$ cat src/design/ex_defines.svh
// execute stage widths and constants

`ifndef EX_DEFINES_SVH
`define EX_DEFINES_SVH

// ********************
// widths
// ********************

// data and address width
`define EX_XLEN         32
// register index width
`define EX_REG_ADDR_W   5
// shift amount width
`define EX_SHAMT_W      5

// ********************
// constants
// ********************

// link value step past the jump
`define EX_INST_STEP    32'd4
// upper immediate keeps bits 31..12
`define EX_UPPER_MASK   32'hffff_f000

`endif

$ cat src/design/ex_pkg.sv
// execute stage types

`include "ex_defines.svh"

package ex_pkg;

    // rv32i major opcodes handled here
    typedef enum logic [6:0] {
        OPC_OP_IMM = 7'b0010011,
        OPC_OP     = 7'b0110011,
        OPC_LUI    = 7'b0110111,
        OPC_AUIPC  = 7'b0010111,
        OPC_JAL    = 7'b1101111,
        OPC_JALR   = 7'b1100111,
        OPC_BRANCH = 7'b1100011
    } opcode_e;

    typedef enum logic [3:0] {
        ALU_NONE, ALU_ADD, ALU_SUB, ALU_SLT, ALU_SLTU,
        ALU_XOR, ALU_OR, ALU_AND, ALU_SLL, ALU_SRL, ALU_SRA,
        ALU_LUI, ALU_AUIPC, ALU_LINK, ALU_BRANCH
    } alu_op_e;

    typedef enum logic [2:0] {
        BR_EQ, BR_NE, BR_LT, BR_GE, BR_LTU, BR_GEU, BR_ALWAYS
    } br_cond_e;

    typedef struct packed {
        logic [`EX_XLEN-1:0]       pc;
        opcode_e                   opcode;
        logic [2:0]                funct3;
        logic [6:0]                funct7;
        logic [`EX_REG_ADDR_W-1:0] rd;
        logic [`EX_XLEN-1:0]       imm;
        logic [`EX_XLEN-1:0]       rs1_data;
        logic [`EX_XLEN-1:0]       rs2_data;
    } ex_inst_t;

    // word held between decode and execute
    typedef struct packed {
        alu_op_e                   op;
        br_cond_e                  cond;
        logic [`EX_XLEN-1:0]       opa;
        logic [`EX_XLEN-1:0]       opb;
        logic [`EX_XLEN-1:0]       rs2_data;
        logic [`EX_XLEN-1:0]       pc;
        logic [`EX_XLEN-1:0]       imm;
        logic [`EX_REG_ADDR_W-1:0] rd;
    } ex_issue_t;

    typedef struct packed {
        logic [`EX_REG_ADDR_W-1:0] rd;
        logic [`EX_XLEN-1:0]       data;
    } ex_wb_t;

    typedef struct packed {
        logic [`EX_XLEN-1:0] target;
    } ex_jump_t;

endpackage

$ cat src/design/ex_op_decode.sv
// operation decoder and issue register

`timescale 1ns/1ps

module ex_op_decode (
    input  logic                clk,
    input  logic                arst_n_i,
    input  logic                inst_valid_i,
    input  ex_pkg::ex_inst_t    inst_i,
    output logic                issue_valid_o,
    output ex_pkg::ex_issue_t   issue_o
);

    import ex_pkg::*;

    ex_issue_t issue_d;

    // funct3 map shared by register and immediate forms
    function automatic alu_op_e arith_op(input logic [2:0] funct3,
                                         input logic       alt,
                                         input logic       is_reg);
        alu_op_e op;
        case (funct3)
            3'b000: op = (alt && is_reg) ? ALU_SUB : ALU_ADD;
            3'b001: op = ALU_SLL;
            3'b010: op = ALU_SLT;
            3'b011: op = ALU_SLTU;
            3'b100: op = ALU_XOR;
            3'b101: op = alt ? ALU_SRA : ALU_SRL;
            3'b110: op = ALU_OR;
            default: op = ALU_AND;
        endcase
        return op;
    endfunction

    // ********************
    // decode
    // ********************

    always_comb begin
        issue_d.op       = ALU_NONE;
        issue_d.cond     = BR_ALWAYS;
        issue_d.pc       = inst_i.pc;
        issue_d.imm      = inst_i.imm;
        issue_d.rd       = inst_i.rd;
        issue_d.rs2_data = inst_i.rs2_data;
        // jal targets from pc, everything else from rs1
        issue_d.opa      = (inst_i.opcode == OPC_JAL) ? inst_i.pc : inst_i.rs1_data;
        issue_d.opb      = (inst_i.opcode == OPC_OP) ? inst_i.rs2_data : inst_i.imm;

        case (inst_i.opcode)
            OPC_OP_IMM: begin
                issue_d.op = arith_op(inst_i.funct3, inst_i.funct7[5], 1'b0);
            end
            OPC_OP: begin
                issue_d.op = arith_op(inst_i.funct3, inst_i.funct7[5], 1'b1);
            end
            OPC_LUI: begin
                issue_d.op = ALU_LUI;
            end
            OPC_AUIPC: begin
                issue_d.op = ALU_AUIPC;
            end
            OPC_JAL, OPC_JALR: begin
                issue_d.op = ALU_LINK;
            end
            OPC_BRANCH: begin
                issue_d.op = ALU_BRANCH;
                case (inst_i.funct3)
                    3'b000: issue_d.cond = BR_EQ;
                    3'b001: issue_d.cond = BR_NE;
                    3'b100: issue_d.cond = BR_LT;
                    3'b101: issue_d.cond = BR_GE;
                    3'b110: issue_d.cond = BR_LTU;
                    3'b111: issue_d.cond = BR_GEU;
                    default: issue_d.op = ALU_NONE;
                endcase
            end
            default: begin
                issue_d.op = ALU_NONE;
            end
        endcase
    end

    // ********************
    // issue register
    // ********************

    always_ff @(posedge clk or negedge arst_n_i) begin
        if (!arst_n_i) begin
            issue_valid_o <= 1'b0;
        end else begin
            issue_valid_o <= inst_valid_i;
        end
    end

    always_ff @(posedge clk) begin
        if (inst_valid_i) begin
            issue_o <= issue_d;
        end
    end

endmodule

$ cat src/design/ex_alu.sv
// writeback alu

`timescale 1ns/1ps

`include "ex_defines.svh"

module ex_alu (
    input  logic                clk,
    input  logic                arst_n_i,
    input  logic                issue_valid_i,
    input  ex_pkg::ex_issue_t   issue_i,
    output logic                wb_valid_o,
    output ex_pkg::ex_wb_t      wb_o
);

    import ex_pkg::*;

    logic [`EX_XLEN-1:0]    result;
    logic [`EX_SHAMT_W-1:0] shamt;
    logic [`EX_XLEN-1:0]    upper_imm;
    logic                   writes_rd;

    assign shamt     = issue_i.opb[`EX_SHAMT_W-1:0];
    assign upper_imm = issue_i.imm & `EX_UPPER_MASK;
    // branches and unknown opcodes leave rd alone
    assign writes_rd = (issue_i.op != ALU_NONE) && (issue_i.op != ALU_BRANCH);

    // ********************
    // result
    // ********************

    always_comb begin
        case (issue_i.op)
            ALU_ADD:   result = issue_i.opa + issue_i.opb;
            ALU_SUB:   result = issue_i.opa - issue_i.opb;
            ALU_SLT:   result = {{(`EX_XLEN-1){1'b0}},
                                 $signed(issue_i.opa) < $signed(issue_i.opb)};
            ALU_SLTU:  result = {{(`EX_XLEN-1){1'b0}}, issue_i.opa < issue_i.opb};
            ALU_XOR:   result = issue_i.opa ^ issue_i.opb;
            ALU_OR:    result = issue_i.opa | issue_i.opb;
            ALU_AND:   result = issue_i.opa & issue_i.opb;
            ALU_SLL:   result = issue_i.opa << shamt;
            ALU_SRL:   result = issue_i.opa >> shamt;
            // sign fill
            ALU_SRA:   result = $signed(issue_i.opa) >>> shamt;
            ALU_LUI:   result = upper_imm;
            ALU_AUIPC: result = issue_i.pc + upper_imm;
            // return address for jal and jalr
            ALU_LINK:  result = issue_i.pc + `EX_INST_STEP;
            default:   result = '0;
        endcase
    end

    // ********************
    // writeback register
    // ********************

    always_ff @(posedge clk or negedge arst_n_i) begin
        if (!arst_n_i) begin
            wb_valid_o <= 1'b0;
        end else begin
            wb_valid_o <= issue_valid_i && writes_rd;
        end
    end

    always_ff @(posedge clk) begin
        if (issue_valid_i) begin
            wb_o.rd   <= issue_i.rd;
            wb_o.data <= result;
        end
    end

endmodule

$ cat src/design/ex_branch.sv
// branch and jump unit

`timescale 1ns/1ps

`include "ex_defines.svh"

module ex_branch (
    input  logic                clk,
    input  logic                arst_n_i,
    input  logic                issue_valid_i,
    input  ex_pkg::ex_issue_t   issue_i,
    output logic                jump_valid_o,
    output ex_pkg::ex_jump_t    jump_o
);

    import ex_pkg::*;

    logic                taken;
    logic                is_jump;
    logic [`EX_XLEN-1:0] target;

    // condition check, rs1 against rs2
    always_comb begin
        case (issue_i.cond)
            BR_EQ:     taken = issue_i.opa == issue_i.rs2_data;
            BR_NE:     taken = issue_i.opa != issue_i.rs2_data;
            BR_LT:     taken = $signed(issue_i.opa) < $signed(issue_i.rs2_data);
            BR_GE:     taken = $signed(issue_i.opa) >= $signed(issue_i.rs2_data);
            BR_LTU:    taken = issue_i.opa < issue_i.rs2_data;
            BR_GEU:    taken = issue_i.opa >= issue_i.rs2_data;
            BR_ALWAYS: taken = 1'b1;
            default:   taken = 1'b0;
        endcase
    end

    assign is_jump = (issue_i.op == ALU_LINK) || (issue_i.op == ALU_BRANCH);

    // opa already holds pc for jal and rs1 for jalr
    assign target = (issue_i.op == ALU_LINK) ? issue_i.opa + issue_i.imm
                                             : issue_i.pc + issue_i.imm;

    always_ff @(posedge clk or negedge arst_n_i) begin
        if (!arst_n_i) begin
            jump_valid_o <= 1'b0;
        end else begin
            jump_valid_o <= issue_valid_i && is_jump && taken;
        end
    end

    always_ff @(posedge clk) begin
        if (issue_valid_i) begin
            jump_o.target <= target;
        end
    end

endmodule

$ cat src/design/ex_stage.sv
// two-stage execute unit

`timescale 1ns/1ps

module ex_stage (
    input  logic                clk,
    input  logic                arst_n_i,
    input  logic                inst_valid_i,
    input  ex_pkg::ex_inst_t    inst_i,
    output logic                wb_valid_o,
    output ex_pkg::ex_wb_t      wb_o,
    output logic                jump_valid_o,
    output ex_pkg::ex_jump_t    jump_o
);

    import ex_pkg::*;

    logic      issue_valid;
    ex_issue_t issue;

    // ********************
    // stage 1
    // ********************

    ex_op_decode ex_op_decode_i (
        .clk           (clk),
        .arst_n_i      (arst_n_i),
        .inst_valid_i  (inst_valid_i),
        .inst_i        (inst_i),
        .issue_valid_o (issue_valid),
        .issue_o       (issue)
    );

    // ********************
    // stage 2
    // ********************

    // both units read the same issue word
    ex_alu ex_alu_i (
        .clk           (clk),
        .arst_n_i      (arst_n_i),
        .issue_valid_i (issue_valid),
        .issue_i       (issue),
        .wb_valid_o    (wb_valid_o),
        .wb_o          (wb_o)
    );

    ex_branch ex_branch_i (
        .clk           (clk),
        .arst_n_i      (arst_n_i),
        .issue_valid_i (issue_valid),
        .issue_i       (issue),
        .jump_valid_o  (jump_valid_o),
        .jump_o        (jump_o)
    );

endmodule

$ cat config.mk
export PLATFORM = sky130hd
export DESIGN_NAME = ex_stage
export DESIGN_NICKNAME = d
export VERILOG_FILES = /design/src/design/ex_pkg.sv /design/src/design/ex_op_decode.sv /design/src/design/ex_alu.sv /design/src/design/ex_branch.sv /design/src/design/ex_stage.sv
export VERILOG_INCLUDE_DIRS = /design/src /design/src/design
export SDC_FILE = /design/constraint.sdc
export NUM_CORES = 1
export LEC_CHECK = 0
export ABC_AREA = 1
export BUFFER_PORTS_ARGS = -buffer_cell sky130_fd_sc_hd__buf_4
export CAP_MARGIN = 20
export CORE_ASPECT_RATIO = 0.5
export CORE_MARGIN = 5
export CORE_UTILIZATION = 56
export DETAILED_ROUTE_END_ITERATION = 8
export PLACE_DENSITY = 0.82
export SYNTH_ARGS = -nofsm -noshare
export SYNTH_HDL_FRONTEND = slang
export SYNTH_SLANG_ARGS = --single-unit
$ cat constraint.sdc
create_clock -name clk -period 2.8 [get_ports clk]
set_input_delay 0.56 -clock clk [delete_from_list [all_inputs] [get_ports clk]]
set_output_delay 0.56 -clock clk [all_outputs]
set_load 0.01 [all_outputs]
==> run metrics, run 1 <==
# H-tree levels 1; pre-CTS WS -637.3 ps; number of synthesized flops with an enable pin around 240; detailed placer's ending HPWL ~95000 µm; Die Wd ~300 µm; gr usage total 82.83%; main combinational cell family by area after synthesis simple AND/OR/NAND/NOR gates; syn avg cell area 6.951 µm²; GPL Wtd Cong roughly 1.2; port bufs 217; Stop stage 5_1_grt; clk buf depth 3; outcome stopped before the end; Run Error [ERROR GRT-0232] Routing congestion too high. Check the congestion heatmap in the GUI.; post-synthesis async set-or-reset flop share 1.230%; Synth Area in Adders between 10% and 20%; number of buffers created by CTS 24; Die Y 153.1 µm; unique cell type count in the Yosys netlist 61; Seq/Total Area, Yosys about a third; WEP type sequential cell input; top cell type by total area after synthesis edfxtp_1; top cells by area, synth edfxtp_1, nand2_1, ha_1, inv_1, nand3_1; Initial Utilization 56.67%; Cells after DPL ~4400; Seq cells post-synth approximately 240; Post-synth top cells nand2_1, inv_1, nor2_1; dpl cell area 28550 µm²; Synth Flop Type edfxtp_1; clock root buffer clkbuf_16; XOR/XNOR share of the synthesized area ~1.5%; syn_nets between 3000 and 4000; total gr overflow around 970; top cell type's share of synthesized area between 30% and 40%; post-synthesis mux area share under 10%; Synth Instances roughly 3300; most frequent cell after synthesis nand2_1; Synthesis Warnings 0; CTS Sinks between 200 and 250; post-synthesis compound-gate area fraction ~16%; Synth Area in Simple Gates 30.28%; Mapped Area about 23000 µm²; Rows 52; largest net degree at the start of global routing 66; Crit. endpoint post-GRT repair ex_branch_i.jump_o[24]$_DFFE_PP_/D; IO Pins roughly 220
-- logic make-up after synthesis --
group	count (synthesis)
compound gates	642
xor+xnor	38
fa+ha+maj	184
buf+inv	485
flops	244
mux	44
simple gates	1662
-- timing repair --
item,in CTS
gates resized for setup,193
cloned,4
hold buffers,1
pin swaps,52
setup buffers,28
hold endpoints to repair,3
endpoints found under the setup margin,36
-- metrics by stage --
step,util (%),TNS [ps],hold slack (ps)
CTS,75.05,-991.4,142.9
detailed placement,70.54,-12770,357.3
global placement,70.54,-9142,356.3
floorplan,-,-2.866,264.4
-- per-layer routing --
layer | overflow | GRT usage [%]
met1 | 151 | 85.41
met2 | 450 | 94.35
met3 | 132 | 75.21
met4 | 221 | 70.34
met5 | 19 | 57.16
==> inputs of run 2 (changes only) <==
--- a/config.mk
+++ b/config.mk
@@ -9,11 +9,10 @@
 export ABC_AREA = 1
 export BUFFER_PORTS_ARGS = -buffer_cell sky130_fd_sc_hd__buf_4
 export CAP_MARGIN = 20
-export CORE_ASPECT_RATIO = 0.5
 export CORE_MARGIN = 5
-export CORE_UTILIZATION = 56
+export CORE_UTILIZATION = 40
 export DETAILED_ROUTE_END_ITERATION = 8
-export PLACE_DENSITY = 0.82
+export PLACE_DENSITY_LB_ADDON = 0.15
 export SYNTH_ARGS = -nofsm -noshare
 export SYNTH_HDL_FRONTEND = slang
 export SYNTH_SLANG_ARGS = --single-unit
==> constraint.sdc (replaced) <==
create_clock -name clk -period 3.65 [get_ports clk]
set_input_delay 0.73 -clock clk [delete_from_list [all_inputs] [get_ports clk]]
set_output_delay 0.73 -clock clk [all_outputs]
set_load 0.01 [all_outputs]
==> run 2 against run 1 <==
Effect of this change:
- the run now ends clean
- synthesized area unchanged
- synthesized cell count unchanged
==> run metrics, run 2 <==
total gr overflow 0; Initial Utilization 40.51% (-16 points); Power Internal ~6.5 mW; FILL cells a little under 6000; Synth Instances 3299 (unchanged); Max-slew headroom between 30% and 40%; sw frac between 30% and 40%; syn avg cell area 6.951 µm² (unchanged); Vias 24500; unique cell type count in the Yosys netlist 61 (unchanged); CTS hold repair buffers 1 (unchanged); Final TNS setup 0 ps; Die Wd 249.4 µm (-16%); first-pass GRT wire length about 160000 µm; combinational share of power about 39%; top cell type's share of synthesized area 31.56% (unchanged); outcome finished, final reports clean; Die Y 249.4 µm (+63%); postcts setup bufs 0 (-100%); detailed placer's ending HPWL 92820 µm (-2.1%); clock transition at the registers of the reported paths about 60 ps; RSZ-0062 raised after global routing false; Top Registers ex_op_decode_i.issue_o: 172 flops, ex_alu_i.wb_o: 37 flops, ex_branch_i.jump_o: 32 flops; Top reg by flops ex_op_decode_i.issue_o; Critical Path Start Type register; final period demand of the worst path about 3400 ps; clock tree from TritonCTS done; Seq cells post-synth 244 (unchanged); clk buf depth 3 (unchanged); Clock Skews around 18 ps; Pleak 12.52 nW; R2R depth 14; post-CTS resize count 0 (-100%); Slowest Stage Delay on Critical Path about 420 ps; syn_nets 3636 (unchanged); layout cells sized above 1 12.67%; most frequent cell after synthesis nand2_1; port bufs 217 (unchanged); most frequent cells in the layout nand2_1, inv_1, buf_4; Core Region 56600 µm²; Clk pwr share 26.5%; reg-to-reg slack, setup approximately 260 ps; DR pass1 iterations 6; largest net degree at the start of global routing between 70 and 80; # diodes 0; Post-synth top cells nand2_1, inv_1, nor2_1; most common cell after layout, fill and taps aside nand2_1; pre-CTS WS 334.7 ps (+972.0 ps); Rows 87 (+67%); Mapped Area 22930 µm² (unchanged); Clock Latency Late Sink 600 ps; Tcrit/Tclk final approximately 93%; CP Data Required Time approximately 4000 ps; Slew @ Worst Pin 957.3 ps; gr usage total around a third; endpoints failing setup 0; Iter 0 DRT Violations 2997; sequential group share of total power approximately a third; Remaining DRCs 0; maximum capacitance violations 0; worst setup margin roughly 260 ps; sw power approximately 4.3 mW; CP max-delay cell ha_1; end point of the critical path ex_branch_i.jump_o[25]$_DFFE_PP_; crit path DAT roughly 3700 ps; vias in the first global route about 23000; Worst Hold Class input port to register; Via density 5.646; routed len/inst 25.59 µm; GPL Wtd Cong 1.038 (-11%); # H-tree levels 1 (unchanged); non-filler cells, final approximately 4300; Seq/Total Area, Yosys 31.89% (unchanged); initial antenna violation count 2; Synth-to-Final Area Change 17.64%; Worst setup startpoint ex_op_decode_i.issue_o[169]$_DFFE_PP_; number of buffers created by CTS 28 (+17%); Max FO, Critical Path 48; crit end category register; Nets roughly 3900; post-route ant nets 0; WL final ~110000 µm; Critical Path, Cell by Cell inv_1, nand2_2, nor2_4, buf_4, o21ai_0, ha_1, nand2_1, nor2_1, inv_1, nor3_1, nand3_1, nand3_1, a21oi_1, xnor2_1; Layout Utilization a little under half; clock root buffer clkbuf_16; Synthesis Warnings 0 (unchanged); top cell type by total area after synthesis edfxtp_1; Slew Limit Fails 0; CTS Sinks 244 (unchanged); r2r startpoint ex_op_decode_i.issue_o[169]$_DFFE_PP_; post-synthesis async set-or-reset flop share 1.230% (unchanged); number of flip-flops in the largest register between 150 and 200; Setup CP Type register to register; PD cells approximately 400 nW/µm²; Die ar. between 60000 and 70000 µm²; IO Pins 224 (unchanged); top cells by area, synth edfxtp_1, nand2_1, ha_1, inv_1, nand3_1; number of synthesized flops with an enable pin 241 (unchanged); final hold viol count 0; worst r2r dst ex_branch_i.jump_o[25]$_DFFE_PP_; Peak Freq around 300 MHz; Worst IR Drop VDD between 0.3 and 0.4 mV; Synth Flop Type edfxtp_1; Cells after DPL 4289 (-3.2%)
[run 2: cell counts after synthesis]
No cell type changed its count.
[run 2: layout make-up]
class	count	area, µm²	area share [%]
Sequential cell	244	7316	27.12
Timing Repair Buffer	347	2699	10.00
Tap cell	756	945.9	3.506
Clock inverter	16	207.7	0.7699
Inverter	373	1401	5.195
Clock buffer	33	719.4	2.667
Multi-Input combinational cell	2570	13690	50.74
[run 2: worst max-delay path: cells and delay by family (launching register included)]
family / cells / cell delay (ps)
flops: 1 / 400
simple gates: 7 / 1270
fa+ha+maj: 1 / 420
buf+inv: 3 / 590
xor+xnor: 1 / 130
compound gates: 2 / 310
[run 2: worst min-delay path by stage]
stage | depth (start not counted) | end | slack [ps] | start
after floorplan | 0 | ex_alu_i.wb_o[32]$_DFFE_PP_ | 400 | ex_op_decode_i.issue_o[0]$_DFFE_PP_
after global placement | 0 | ex_alu_i.wb_o[36]$_DFFE_PP_ | 400 | ex_op_decode_i.issue_o[4]$_DFFE_PP_
after detailed placement | 0 | ex_alu_i.wb_o[32]$_DFFE_PP_ | 410 | ex_op_decode_i.issue_o[0]$_DFFE_PP_
after CTS | 1 | ex_op_decode_i.issue_o[3]$_DFFE_PP_ | 280 | inst_i[99]
after global routing | 1 | ex_op_decode_i.issue_o[3]$_DFFE_PP_ | 280 | inst_i[99]
final | 1 | ex_op_decode_i.issue_o[2]$_DFFE_PP_ | 310 | inst_i[98]
[run 2: metal layers]
layer / up-vias / share of wire [%] / wire, µm / GRT usage (%)
li1: 11620 / - / - / -
met1: 11380 / 42 / 46840 / 46.75
met2: 1266 / 43 / 48190 / 52.67
met3: 231 / 8.5 / 9414 / 5.476
met4: 2 / 5.9 / 6562 / 16.12
met5: - / 0.012 / 13 / 0
[run 2: power by group through the flow]
stage               Clock [mW]  Combinational [mW]  Sequential (mW)
floorplan                    0                2.26             3.76
global placement             0                4.13             3.78
detailed placement           0                4.10             3.78
CTS                       2.94                4.12             3.73
global route              3.06                4.53             3.75
finish                    2.87                4.22             3.73
[run 2: kinds of logic (layout without fill, tap and decap cells)]
group / after synthesis / in the layout / synth area share [%]
multiplexers: 44 / 44 / 2.095
buffers and inverters: 485 / 769 / 8.490
AO/OA/AOI/OAI: 642 / 642 / 15.63
flip-flops: 244 / 244 / 31.89
XOR/XNOR: 38 / 38 / 1.451
adder cells (fa/ha/maj): 184 / 184 / 10.17
AND/OR/NAND/NOR: 1662 / 1662 / 30.28
[run 2: through the flow]
stage	total power [mW]	area [µm²]	hold slack [ps]
final	10.82	26980	313.4
after global routing	11.34	26980	281.3
after CTS	10.78	26980	278.5
after detailed placement	7.879	26040	405.7
after global placement	7.905	26040	401.8
after floorplan	6.023	22930	400.3
Note: power is estimated with default switching activity, not from simulation.
